### src/rtl/vchess_pkg.sv
`default_nettype none

package vchess_pkg;

   localparam int PIECE_WIDTH    = 4;
   localparam int FILES          = 8;
   localparam int RANKS          = 8;
   localparam int RANK_WIDTH     = FILES * PIECE_WIDTH;
   localparam int BOARD_WIDTH    = RANKS * RANK_WIDTH;
   localparam int EVAL_WIDTH     = 24;
   localparam int MATERIAL_WIDTH = 16;
   localparam int REG_ADDR_WIDTH = 4;
   localparam int RAND_WIDTH     = 32;

   typedef logic [PIECE_WIDTH-1:0]       piece_t;
   typedef logic [BOARD_WIDTH-1:0]       board_t;      // Square rank*8+file, rank 0 is white's
   typedef logic [RANK_WIDTH-1:0]        rank_t;       // Also the register data width
   typedef logic signed [EVAL_WIDTH-1:0] eval_t;
   typedef logic [MATERIAL_WIDTH-1:0]    material_t;
   typedef logic [REG_ADDR_WIDTH-1:0]    reg_addr_t;
   typedef logic [RAND_WIDTH-1:0]        rand_t;

   localparam material_t PAWN_VALUE   = 16'd100;
   localparam material_t KNIGHT_VALUE = 16'd320;
   localparam material_t BISHOP_VALUE = 16'd330;
   localparam material_t ROOK_VALUE   = 16'd500;
   localparam material_t QUEEN_VALUE  = 16'd900;

   localparam int PIECE_BLACK_BIT = 3;

   localparam piece_t EMPTY_POSN    = 4'h0;
   localparam piece_t WHITE_PAWN    = 4'h1;
   localparam piece_t WHITE_KNIGHT  = 4'h2;
   localparam piece_t WHITE_BISHOP  = 4'h3;
   localparam piece_t WHITE_ROOK    = 4'h4;
   localparam piece_t WHITE_QUEEN   = 4'h5;
   localparam piece_t WHITE_KING    = 4'h6;
   localparam piece_t BLACK_PAWN    = 4'h9;
   localparam piece_t BLACK_KNIGHT  = 4'hA;
   localparam piece_t BLACK_BISHOP  = 4'hB;
   localparam piece_t BLACK_ROOK    = 4'hC;
   localparam piece_t BLACK_QUEEN   = 4'hD;
   localparam piece_t BLACK_KING    = 4'hE;

   // Back ranks listed from file 7 down to file 0
   localparam rank_t OPENING_WHITE_BACK = {WHITE_ROOK, WHITE_KNIGHT, WHITE_BISHOP, WHITE_KING,
                                           WHITE_QUEEN, WHITE_BISHOP, WHITE_KNIGHT, WHITE_ROOK};
   localparam rank_t OPENING_BLACK_BACK = {BLACK_ROOK, BLACK_KNIGHT, BLACK_BISHOP, BLACK_KING,
                                           BLACK_QUEEN, BLACK_BISHOP, BLACK_KNIGHT, BLACK_ROOK};
   localparam board_t OPENING_BOARD = {OPENING_BLACK_BACK, {FILES{BLACK_PAWN}},
                                       {(4 * FILES){EMPTY_POSN}},
                                       {FILES{WHITE_PAWN}}, OPENING_WHITE_BACK};

   localparam reg_addr_t REG_RANK0      = 4'd0;
   localparam reg_addr_t REG_RANK7      = 4'd7;
   localparam reg_addr_t REG_CTRL       = 4'd8;
   localparam reg_addr_t REG_SCORE_MASK = 4'd9;
   localparam reg_addr_t REG_STATUS     = 4'd10;  // Read only
   localparam reg_addr_t REG_EVAL       = 4'd11;
   localparam reg_addr_t REG_MAT_WHITE  = 4'd12;
   localparam reg_addr_t REG_MAT_BLACK  = 4'd13;

   localparam int CTRL_GO_BIT           = 0;
   localparam int CTRL_WTM_BIT          = 1;
   localparam int STATUS_DONE_BIT       = 0;
   localparam int STATUS_INSUF_BIT      = 1;
   localparam int STATUS_CALIB_BIT      = 2;

   localparam rand_t XORSHIFT_SEED = 32'h2545_F491;  // Any nonzero value

endpackage

`default_nettype wire

### src/rtl/eval_if.sv
`timescale 1ns/1ps
`default_nettype none

interface eval_if;
   import vchess_pkg::*;

   eval_t     eval;
   material_t material_white;
   material_t material_black;
   logic      insufficient;
   logic      valid;           // One-cycle pulse, qualifies the rest

   modport source (output eval, output material_white, output material_black,
                   output insufficient, output valid);

   modport sink (input eval, input material_white, input material_black,
                 input insufficient, input valid);

endinterface

`default_nettype wire

### src/rtl/board_loader.sv
`timescale 1ns/1ps
`default_nettype none

module board_loader (
   input  logic               clk,
   input  logic               rst_n,
   input  vchess_pkg::board_t new_board,
   input  logic               new_board_go,
   input  logic               white_to_move,
   output vchess_pkg::board_t board,
   output logic               board_white_to_move,
   output logic               board_valid
);
   import vchess_pkg::*;

   logic go_q;
   logic go_rise;
   logic opening_pending;

   // Only a 0 to 1 change of go starts a load
   assign go_rise = new_board_go && !go_q;

   always_ff @(posedge clk or negedge rst_n)
   begin
      if (!rst_n)
      begin
         go_q                <= 1'b0;
         opening_pending     <= 1'b1;            // Evaluate the opening once
         board               <= OPENING_BOARD;
         board_white_to_move <= 1'b1;
         board_valid         <= 1'b0;
      end
      else
      begin
         go_q            <= new_board_go;
         opening_pending <= 1'b0;
         board_valid     <= go_rise || opening_pending;
         if (go_rise)
         begin
            board               <= new_board;
            board_white_to_move <= white_to_move;
         end
      end
   end

endmodule

`default_nettype wire

### src/rtl/ctrl_regs.sv
`timescale 1ns/1ps
`default_nettype none

module ctrl_regs (
   input  logic                  clk,
   input  logic                  rst_n,
   input  logic                  reg_wr,
   input  logic                  reg_rd,
   input  vchess_pkg::reg_addr_t reg_addr,
   input  vchess_pkg::rank_t     reg_wdata,
   output vchess_pkg::rank_t     reg_rdata,
   output logic                  reg_rvalid,
   input  logic                  calib_async,
   output vchess_pkg::board_t    new_board,
   output logic                  new_board_go,
   output logic                  white_to_move,
   output vchess_pkg::eval_t     score_mask,
   eval_if.sink                  result
);
   import vchess_pkg::*;

   rank_t     rank_q [RANKS];
   reg_addr_t rank_off;
   logic      rank_hit;
   logic      ctrl_wr;
   logic      done;
   eval_t     eval_q;
   material_t mat_white_q;
   material_t mat_black_q;
   logic      insufficient_q;
   logic      calib_meta;
   logic      calib_sync;
   rank_t     rdata_d;

   assign rank_off = reg_addr - REG_RANK0;
   assign rank_hit = rank_off <= (REG_RANK7 - REG_RANK0);
   assign ctrl_wr  = reg_wr && (reg_addr == REG_CTRL);

   always_comb
   begin
      for (int r = 0; r < RANKS; r++)
      begin
         new_board[r * RANK_WIDTH +: RANK_WIDTH] = rank_q[r];
      end
   end

   // Rank words, captured result and read data
   always_ff @(posedge clk)
   begin
      if (reg_wr && rank_hit)
         rank_q[rank_off[2:0]] <= reg_wdata;
      if (result.valid)
      begin
         eval_q         <= result.eval;          // Newest result wins
         mat_white_q    <= result.material_white;
         mat_black_q    <= result.material_black;
         insufficient_q <= result.insufficient;
      end
      if (reg_rd)
         reg_rdata <= rdata_d;
   end

   always_ff @(posedge clk or negedge rst_n)
   begin
      if (!rst_n)
      begin
         new_board_go  <= 1'b0;
         white_to_move <= 1'b0;
         score_mask    <= '0;
         done          <= 1'b0;
         reg_rvalid    <= 1'b0;
         calib_meta    <= 1'b0;
         calib_sync    <= 1'b0;
      end
      else
      begin
         if (ctrl_wr)
         begin
            new_board_go  <= reg_wdata[CTRL_GO_BIT];
            white_to_move <= reg_wdata[CTRL_WTM_BIT];
         end
         if (reg_wr && (reg_addr == REG_SCORE_MASK))
            score_mask <= eval_t'(reg_wdata[EVAL_WIDTH-1:0]);
         if (ctrl_wr)
            done <= 1'b0;                        // Clear beats a same-cycle result
         else if (result.valid)
            done <= 1'b1;
         reg_rvalid <= reg_rd;
         calib_meta <= calib_async;              // Two-flop synchroniser
         calib_sync <= calib_meta;
      end
   end

   always_comb
   begin
      rdata_d = '0;
      case (reg_addr)
         REG_CTRL:
         begin
            rdata_d[CTRL_GO_BIT]  = new_board_go;
            rdata_d[CTRL_WTM_BIT] = white_to_move;
         end
         REG_SCORE_MASK:
            rdata_d = {{(RANK_WIDTH - EVAL_WIDTH){1'b0}}, score_mask};
         REG_STATUS:
         begin
            rdata_d[STATUS_DONE_BIT]  = done;
            rdata_d[STATUS_INSUF_BIT] = insufficient_q;
            rdata_d[STATUS_CALIB_BIT] = calib_sync;
         end
         REG_EVAL:
            rdata_d = {{(RANK_WIDTH - EVAL_WIDTH){eval_q[EVAL_WIDTH-1]}}, eval_q};
         REG_MAT_WHITE:
            rdata_d = {{(RANK_WIDTH - MATERIAL_WIDTH){1'b0}}, mat_white_q};
         REG_MAT_BLACK:
            rdata_d = {{(RANK_WIDTH - MATERIAL_WIDTH){1'b0}}, mat_black_q};
         default:
         begin
            if (rank_hit)
               rdata_d = rank_q[rank_off[2:0]];   // Otherwise unmapped, reads zero
         end
      endcase
   end

endmodule

`default_nettype wire

### src/rtl/material_eval.sv
`timescale 1ns/1ps
`default_nettype none

module material_eval (
   input  logic               clk,
   input  logic               rst_n,
   input  vchess_pkg::board_t board,
   input  logic               board_white_to_move,
   input  logic               board_valid,
   input  vchess_pkg::rand_t  rand_word,
   input  vchess_pkg::eval_t  score_mask,
   eval_if.source             result
);
   import vchess_pkg::*;

   material_t white_rank_d [RANKS];
   material_t black_rank_d [RANKS];
   logic      has_piece_d;

   material_t white_rank_s1 [RANKS];
   material_t black_rank_s1 [RANKS];
   logic      has_piece_s1;
   logic      wtm_s1;
   logic      valid_s1;

   material_t white_total_d;
   material_t black_total_d;
   eval_t     diff_d;

   material_t white_s2;
   material_t black_s2;
   eval_t     base_s2;
   logic      insufficient_s2;
   logic      valid_s2;

   // Kings, empty squares and code 7 are worth nothing
   function automatic material_t piece_value(input piece_t p);
      piece_t kind;
      kind = p;
      kind[PIECE_BLACK_BIT] = 1'b0;
      case (kind)
         WHITE_PAWN:   return PAWN_VALUE;
         WHITE_KNIGHT: return KNIGHT_VALUE;
         WHITE_BISHOP: return BISHOP_VALUE;
         WHITE_ROOK:   return ROOK_VALUE;
         WHITE_QUEEN:  return QUEEN_VALUE;
         default:      return '0;
      endcase
   endfunction

   always_comb
   begin
      piece_t p;
      has_piece_d = 1'b0;
      for (int r = 0; r < RANKS; r++)
      begin
         white_rank_d[r] = '0;
         black_rank_d[r] = '0;
         for (int f = 0; f < FILES; f++)
         begin
            p = board[r * RANK_WIDTH + f * PIECE_WIDTH +: PIECE_WIDTH];
            if (p[PIECE_BLACK_BIT])
               black_rank_d[r] += piece_value(p);
            else
               white_rank_d[r] += piece_value(p);
            if (piece_value(p) != '0)
               has_piece_d = 1'b1;                // Anything besides a king
         end
      end
   end

   always_comb
   begin
      white_total_d = '0;
      black_total_d = '0;
      for (int r = 0; r < RANKS; r++)
      begin
         white_total_d += white_rank_s1[r];
         black_total_d += black_rank_s1[r];
      end
   end

   assign diff_d = eval_t'(white_total_d) - eval_t'(black_total_d);

   always_ff @(posedge clk or negedge rst_n)
   begin
      if (!rst_n)
      begin
         valid_s1     <= 1'b0;
         valid_s2     <= 1'b0;
         result.valid <= 1'b0;
      end
      else
      begin
         valid_s1     <= board_valid;
         valid_s2     <= valid_s1;
         result.valid <= valid_s2;
      end
   end

   always_ff @(posedge clk)
   begin
      white_rank_s1   <= white_rank_d;           // Stage 1, per-rank sums
      black_rank_s1   <= black_rank_d;
      has_piece_s1    <= has_piece_d;
      wtm_s1          <= board_white_to_move;
      white_s2        <= white_total_d;          // Stage 2, totals and sign
      black_s2        <= black_total_d;
      base_s2         <= wtm_s1 ? diff_d : -diff_d;
      insufficient_s2 <= !has_piece_s1;
      // Stage 3, masked noise on top of the base score
      result.eval           <= base_s2 + (eval_t'(rand_word[EVAL_WIDTH-1:0]) & score_mask);
      result.material_white <= white_s2;
      result.material_black <= black_s2;
      result.insufficient   <= insufficient_s2;
   end

endmodule

`default_nettype wire

### src/rtl/vchess_top.sv
`timescale 1ns/1ps
`default_nettype none

module vchess_top (
   input  logic                  clk,
   input  logic                  rst_n,
   input  logic                  reg_wr,
   input  logic                  reg_rd,
   input  vchess_pkg::reg_addr_t reg_addr,
   input  vchess_pkg::rank_t     reg_wdata,
   output vchess_pkg::rank_t     reg_rdata,
   output logic                  reg_rvalid,
   input  logic                  calib_async
);
   import vchess_pkg::*;

   board_t new_board;
   logic   new_board_go;
   logic   white_to_move;
   eval_t  score_mask;
   board_t board;
   logic   board_white_to_move;
   logic   board_valid;
   rand_t  rand_word;

   eval_if eval_bus ();

   ctrl_regs ctrl_regs_i (
      .clk           (clk),
      .rst_n         (rst_n),
      .reg_wr        (reg_wr),
      .reg_rd        (reg_rd),
      .reg_addr      (reg_addr),
      .reg_wdata     (reg_wdata),
      .reg_rdata     (reg_rdata),
      .reg_rvalid    (reg_rvalid),
      .calib_async   (calib_async),
      .new_board     (new_board),
      .new_board_go  (new_board_go),
      .white_to_move (white_to_move),
      .score_mask    (score_mask),
      .result        (eval_bus.sink)
   );

   board_loader board_loader_i (
      .clk                 (clk),
      .rst_n               (rst_n),
      .new_board           (new_board),
      .new_board_go        (new_board_go),
      .white_to_move       (white_to_move),
      .board               (board),
      .board_white_to_move (board_white_to_move),
      .board_valid         (board_valid)
   );

   material_eval material_eval_i (
      .clk                 (clk),
      .rst_n               (rst_n),
      .board               (board),
      .board_white_to_move (board_white_to_move),
      .board_valid         (board_valid),
      .rand_word           (rand_word),
      .score_mask          (score_mask),
      .result              (eval_bus.source)
   );

   xorshift32 xorshift32_i (
      .clk       (clk),
      .rst_n     (rst_n),
      .rand_word (rand_word)   // Free-running noise source
   );

endmodule

`default_nettype wire

### src/rtl/xorshift32.sv
`timescale 1ns/1ps
`default_nettype none

module xorshift32 (
   input  logic              clk,
   input  logic              rst_n,
   output vchess_pkg::rand_t rand_word
);
   import vchess_pkg::*;

   rand_t step1;
   rand_t step2;
   rand_t step3;

   assign step1 = rand_word ^ (rand_word << 13);
   assign step2 = step1 ^ (step1 >> 17);
   assign step3 = step2 ^ (step2 << 5);

   always_ff @(posedge clk or negedge rst_n)
   begin
      if (!rst_n)
         rand_word <= XORSHIFT_SEED;     // Zero would lock the generator
      else
         rand_word <= step3;
   end

endmodule

`default_nettype wire

### config.mk
export PLATFORM = sky130hd
export DESIGN_NAME = vchess_top
export DESIGN_NICKNAME = d
export VERILOG_FILES = /design/src/rtl/vchess_pkg.sv /design/src/rtl/eval_if.sv /design/src/rtl/board_loader.sv /design/src/rtl/ctrl_regs.sv /design/src/rtl/material_eval.sv /design/src/rtl/vchess_top.sv /design/src/rtl/xorshift32.sv
export SDC_FILE = /design/constraint.sdc
export NUM_CORES = 2
export LEC_CHECK = 0
export ABC_CLOCK_PERIOD_IN_PS = 24900
export BUFFER_PORTS_ARGS = -buffer_cell sky130_fd_sc_hd__buf_4
export CAP_MARGIN = 30
export CORE_AREA = 4 4 496 498
export CTS_CLUSTER_SIZE = 28
export DETAILED_ROUTE_END_ITERATION = 8
export DIE_AREA = 0 0 500 502
export PLACE_DENSITY = 0.55
export SLEW_MARGIN = 20
export SYNTH_ARGS = -nofsm -noshare
export SYNTH_HDL_FRONTEND = slang
export SYNTH_SLANG_ARGS = --single-unit
### constraint.sdc
create_clock -name clk -period 24.9 [get_ports clk]
set_input_delay 2.49 -clock clk [delete_from_list [all_inputs] [get_ports clk]]
set_output_delay 2.49 -clock clk [all_outputs]
set_load 0.05 [all_outputs]
==> impl_metrics.csv <==
group,metric,value,unit
critical_path,crit_type,"reg2reg",
final_layout,num-fill-cells,22981,
placed_design,hpwl,318000,um
sta,fin_worst_skew,0.0928,ns
logic_synthesis,synth-warning-count,0,
sta,setup_violations,0,
logic_synthesis,ys_types,123,
floorplanning,row_count,181,
critical_path,cp_slowest_cell,"nor2b_1",
placed_design,placed_area,105000,um^2
detailed_routing,firstDrtPassIters,6,
final_layout,stdcell_count,14370,
critical_path,cp_slowest_stage_delay,0.76,ns
floorplanning,start_util,41.7,%
sta,fin_tns_setup,0,ns
detailed_routing,drc_errors,0,
logic_synthesis,synth_edf_count,343,
final_layout,layout_common_cells,"ha_1, nor2_1, xnor2_1, inv_1, mux2_2",
min_path,hold_class,"reg2reg",
sta,rsz0062_at_grt,"false",
floorplanning,fp.coreArea,242000,um^2
sta,max_slew_margin,28.8,%
sta,worstMarginPinSlew,1.06,ns
final_layout,fin_area,109000,um^2
floorplanning,dieHeight,502,um
logic_synthesis,ys_top_cells_by_area,"ha_1, edfxtp_1, mux2_2",
logic_synthesis,async_reset_ff_share,31.9,%
floorplanning,io_pins,74,
detailed_routing,viasPerCell,5.72,
logic_synthesis,synth-seq-cells,1019,
critical_path,crit_family,"compound AO/OA/AOI/OAI gates",
logic_synthesis,synth_area,101000,um^2
final_layout,utilization,45.2,%
sta,final_hold_viol_count,0,
clock_network,clk_latency,0.80,ns
critical_path,arrival,11.26,ns
logic_synthesis,synth_top_area_cell,"ha_1",
global_routing,antenna_found_initial,57,
detailed_routing,ant_nets,0,
detailed_routing,routedWlPerCell,26.5,um
logic_synthesis,synth_top_area_share,13.2,%
global_routing,grt_max_degree,63,
clock_network,cts_buffers,112,
global_routing,grt_pass1_vias,78656,
final_layout,fin_nets,12403,
clock_network,ctsResizeCount,0,
clock_network,clockBufferDepth,3,
clock_network,cts_root_buf,"clkbuf_16",
critical_path,cp-start-kind,"register",
critical_path,crit_buf_inv,1,
final_layout,drive_gt1_share,12.9,%
detailed_routing,drt_wl_total,381000,um
sta,min_period,10.64,ns
critical_path,crit_path_end_kind,"register",
critical_path,required,25.52,ns
critical_path,cp_common_cell,"ha_1",
clock_network,post_cts_buffers,0,
floorplanning,die_x,500,um
sta,min_period_over_period,42.7,%
flow_run,cap_violations,0,
clock_network,hold_buffers,0,
final_layout,final_common_cell,"ha_1",
placed_design,place_congestion,1.00,
critical_path,crit_fanout,11,
clock_network,cts_tree,"yes",
clock_network,cts.sinks,1019,
global_routing,grt_pass1_wl,543000,um
clock_network,cts.clk_slew.worst_paths,0.07,ns
placed_design,numPlacedInstances,14104,
sta,final-max-slew-violation-count,0,
global_routing,track_usage,29.5,%
global_routing,overflow,0,
run_status,status,"complete, no violations",
detailed_routing,vias,82212,
floorplanning,die_area,251000,um^2
final_layout,synthToLayoutAreaGrowth,8.35,%
logic_synthesis,synth_seq_area_share,25.3,%
logic_synthesis,syn_inst,11067,
clock_network,htree_levels,3,
placed_design,io_buffers,73,
detailed_routing,first_iter_violations,6803,
sta,fmax,94.0,MHz
logic_synthesis,syn_avg_cell_area,9.13,um^2
logic_synthesis,synth_flop_cell,"dfxtp_1",
## metal layers
metal | up-vias | routed length [um] | GRT usage [%] | part of all wire, %
met3 | 512 | 25900 | 4.75 | 6.8
met5 | - | 135 | 0 | 0.035
met1 | 40230 | 165000 | 39.2 | 43
met4 | 20 | 22000 | 15.0 | 5.8
li1 | 39016 | - | - | -
met2 | 2434 | 168000 | 46.5 | 44
## per-stage QoR
step / setup slack [ns] / hold WS [ns]
after floorplan: 16.53 / 0.310
after global placement: 14.22 / 0.310
after detailed placement: 14.53 / 0.312
after CTS: 14.40 / 0.326
after global routing: 13.89 / 0.331
final: 14.26 / 0.326
## cells in the mapped netlist (all sizes together), types with 152 or more instances
library cell,n
xor2,346
ha,1063
dfrtp,253
xnor2,826
nor2,999
a21oi,713
o21ai,626
clkbuf,287
fa,275
inv,815
o21a,164
nor2b,305
o21bai,152
dfxtp,351
mux2,765
nand2,567
edfxtp,343
nor3,189
a21o,257
## worst reg2reg max path: cells and delay by family (launching register included)
| family | cells | cell delay (ns) |
|---|---|---|
| XOR/XNOR | 3 | 0.53 |
| AND/OR/NAND/NOR | 9 | 1.76 |
| adder cells (fa/ha/maj) | 8 | 2.75 |
| AO/OA/AOI/OAI | 12 | 3.56 |
| buffers and inverters | 1 | 0.08 |
| multiplexers | 4 | 1.25 |
| flip-flops | 1 | 0.52 |
## cell families after synthesis
logic type | share of synthesized area [%]
buffers and inverters | 4.50
flip-flops | 25.3
other | 0.00371
multiplexers | 11.5
XOR/XNOR | 10.5
AO/OA/AOI/OAI | 15.7
adder cells (fa/ha/maj) | 18.9
AND/OR/NAND/NOR | 13.6
## path summary, 6_finish.rpt
check	start	end	slack (ns)	cells past startpoint
min reg2reg	material_eval_i.black_s2[14]	material_eval_i.result.material_black[14]	0.33	0
min in group asynchronous	rst_n	ctrl_regs_i.score_mask[11]	1.63	1
min	material_eval_i.black_s2[14]	material_eval_i.result.material_black[14]	0.33	0
max in group asynchronous	rst_n	board_loader_i.board[154]	21.05	4
max	board_loader_i.board[193]	material_eval_i.white_rank_s1[29]	14.26	37
max reg2reg	board_loader_i.board[193]	material_eval_i.white_rank_s1[29]	14.26	37
## layout make-up
class	instances	area, um^2	share of cell area (%)
antenna	44	110	0.101
clock buffer	153	3290	3.01
clock inverter	61	668	0.611
inverter	826	3100	2.83
multi-input combinational	8874	71100	65.0
sequential	1019	25600	23.3
tap	3202	4010	3.66
timing repair buffer	191	1600	1.46
## state kept, by name (all words and copies together) (netlist names), 23 cells and up
name	cells
board_loader_i.board	256
ctrl_regs_i.rank_q	256
material_eval_i.black_rank_s1	120
material_eval_i.white_rank_s1	120
ctrl_regs_i.reg_rdata	32
xorshift32_i.rand_word	32
ctrl_regs_i.eval_q	24
ctrl_regs_i.score_mask	24
material_eval_i.result.eval	24
material_eval_i.base_s2	23
Power is not shown: default switching activity piles up to over one toggle a cycle in this logic, so the estimate is an artifact.
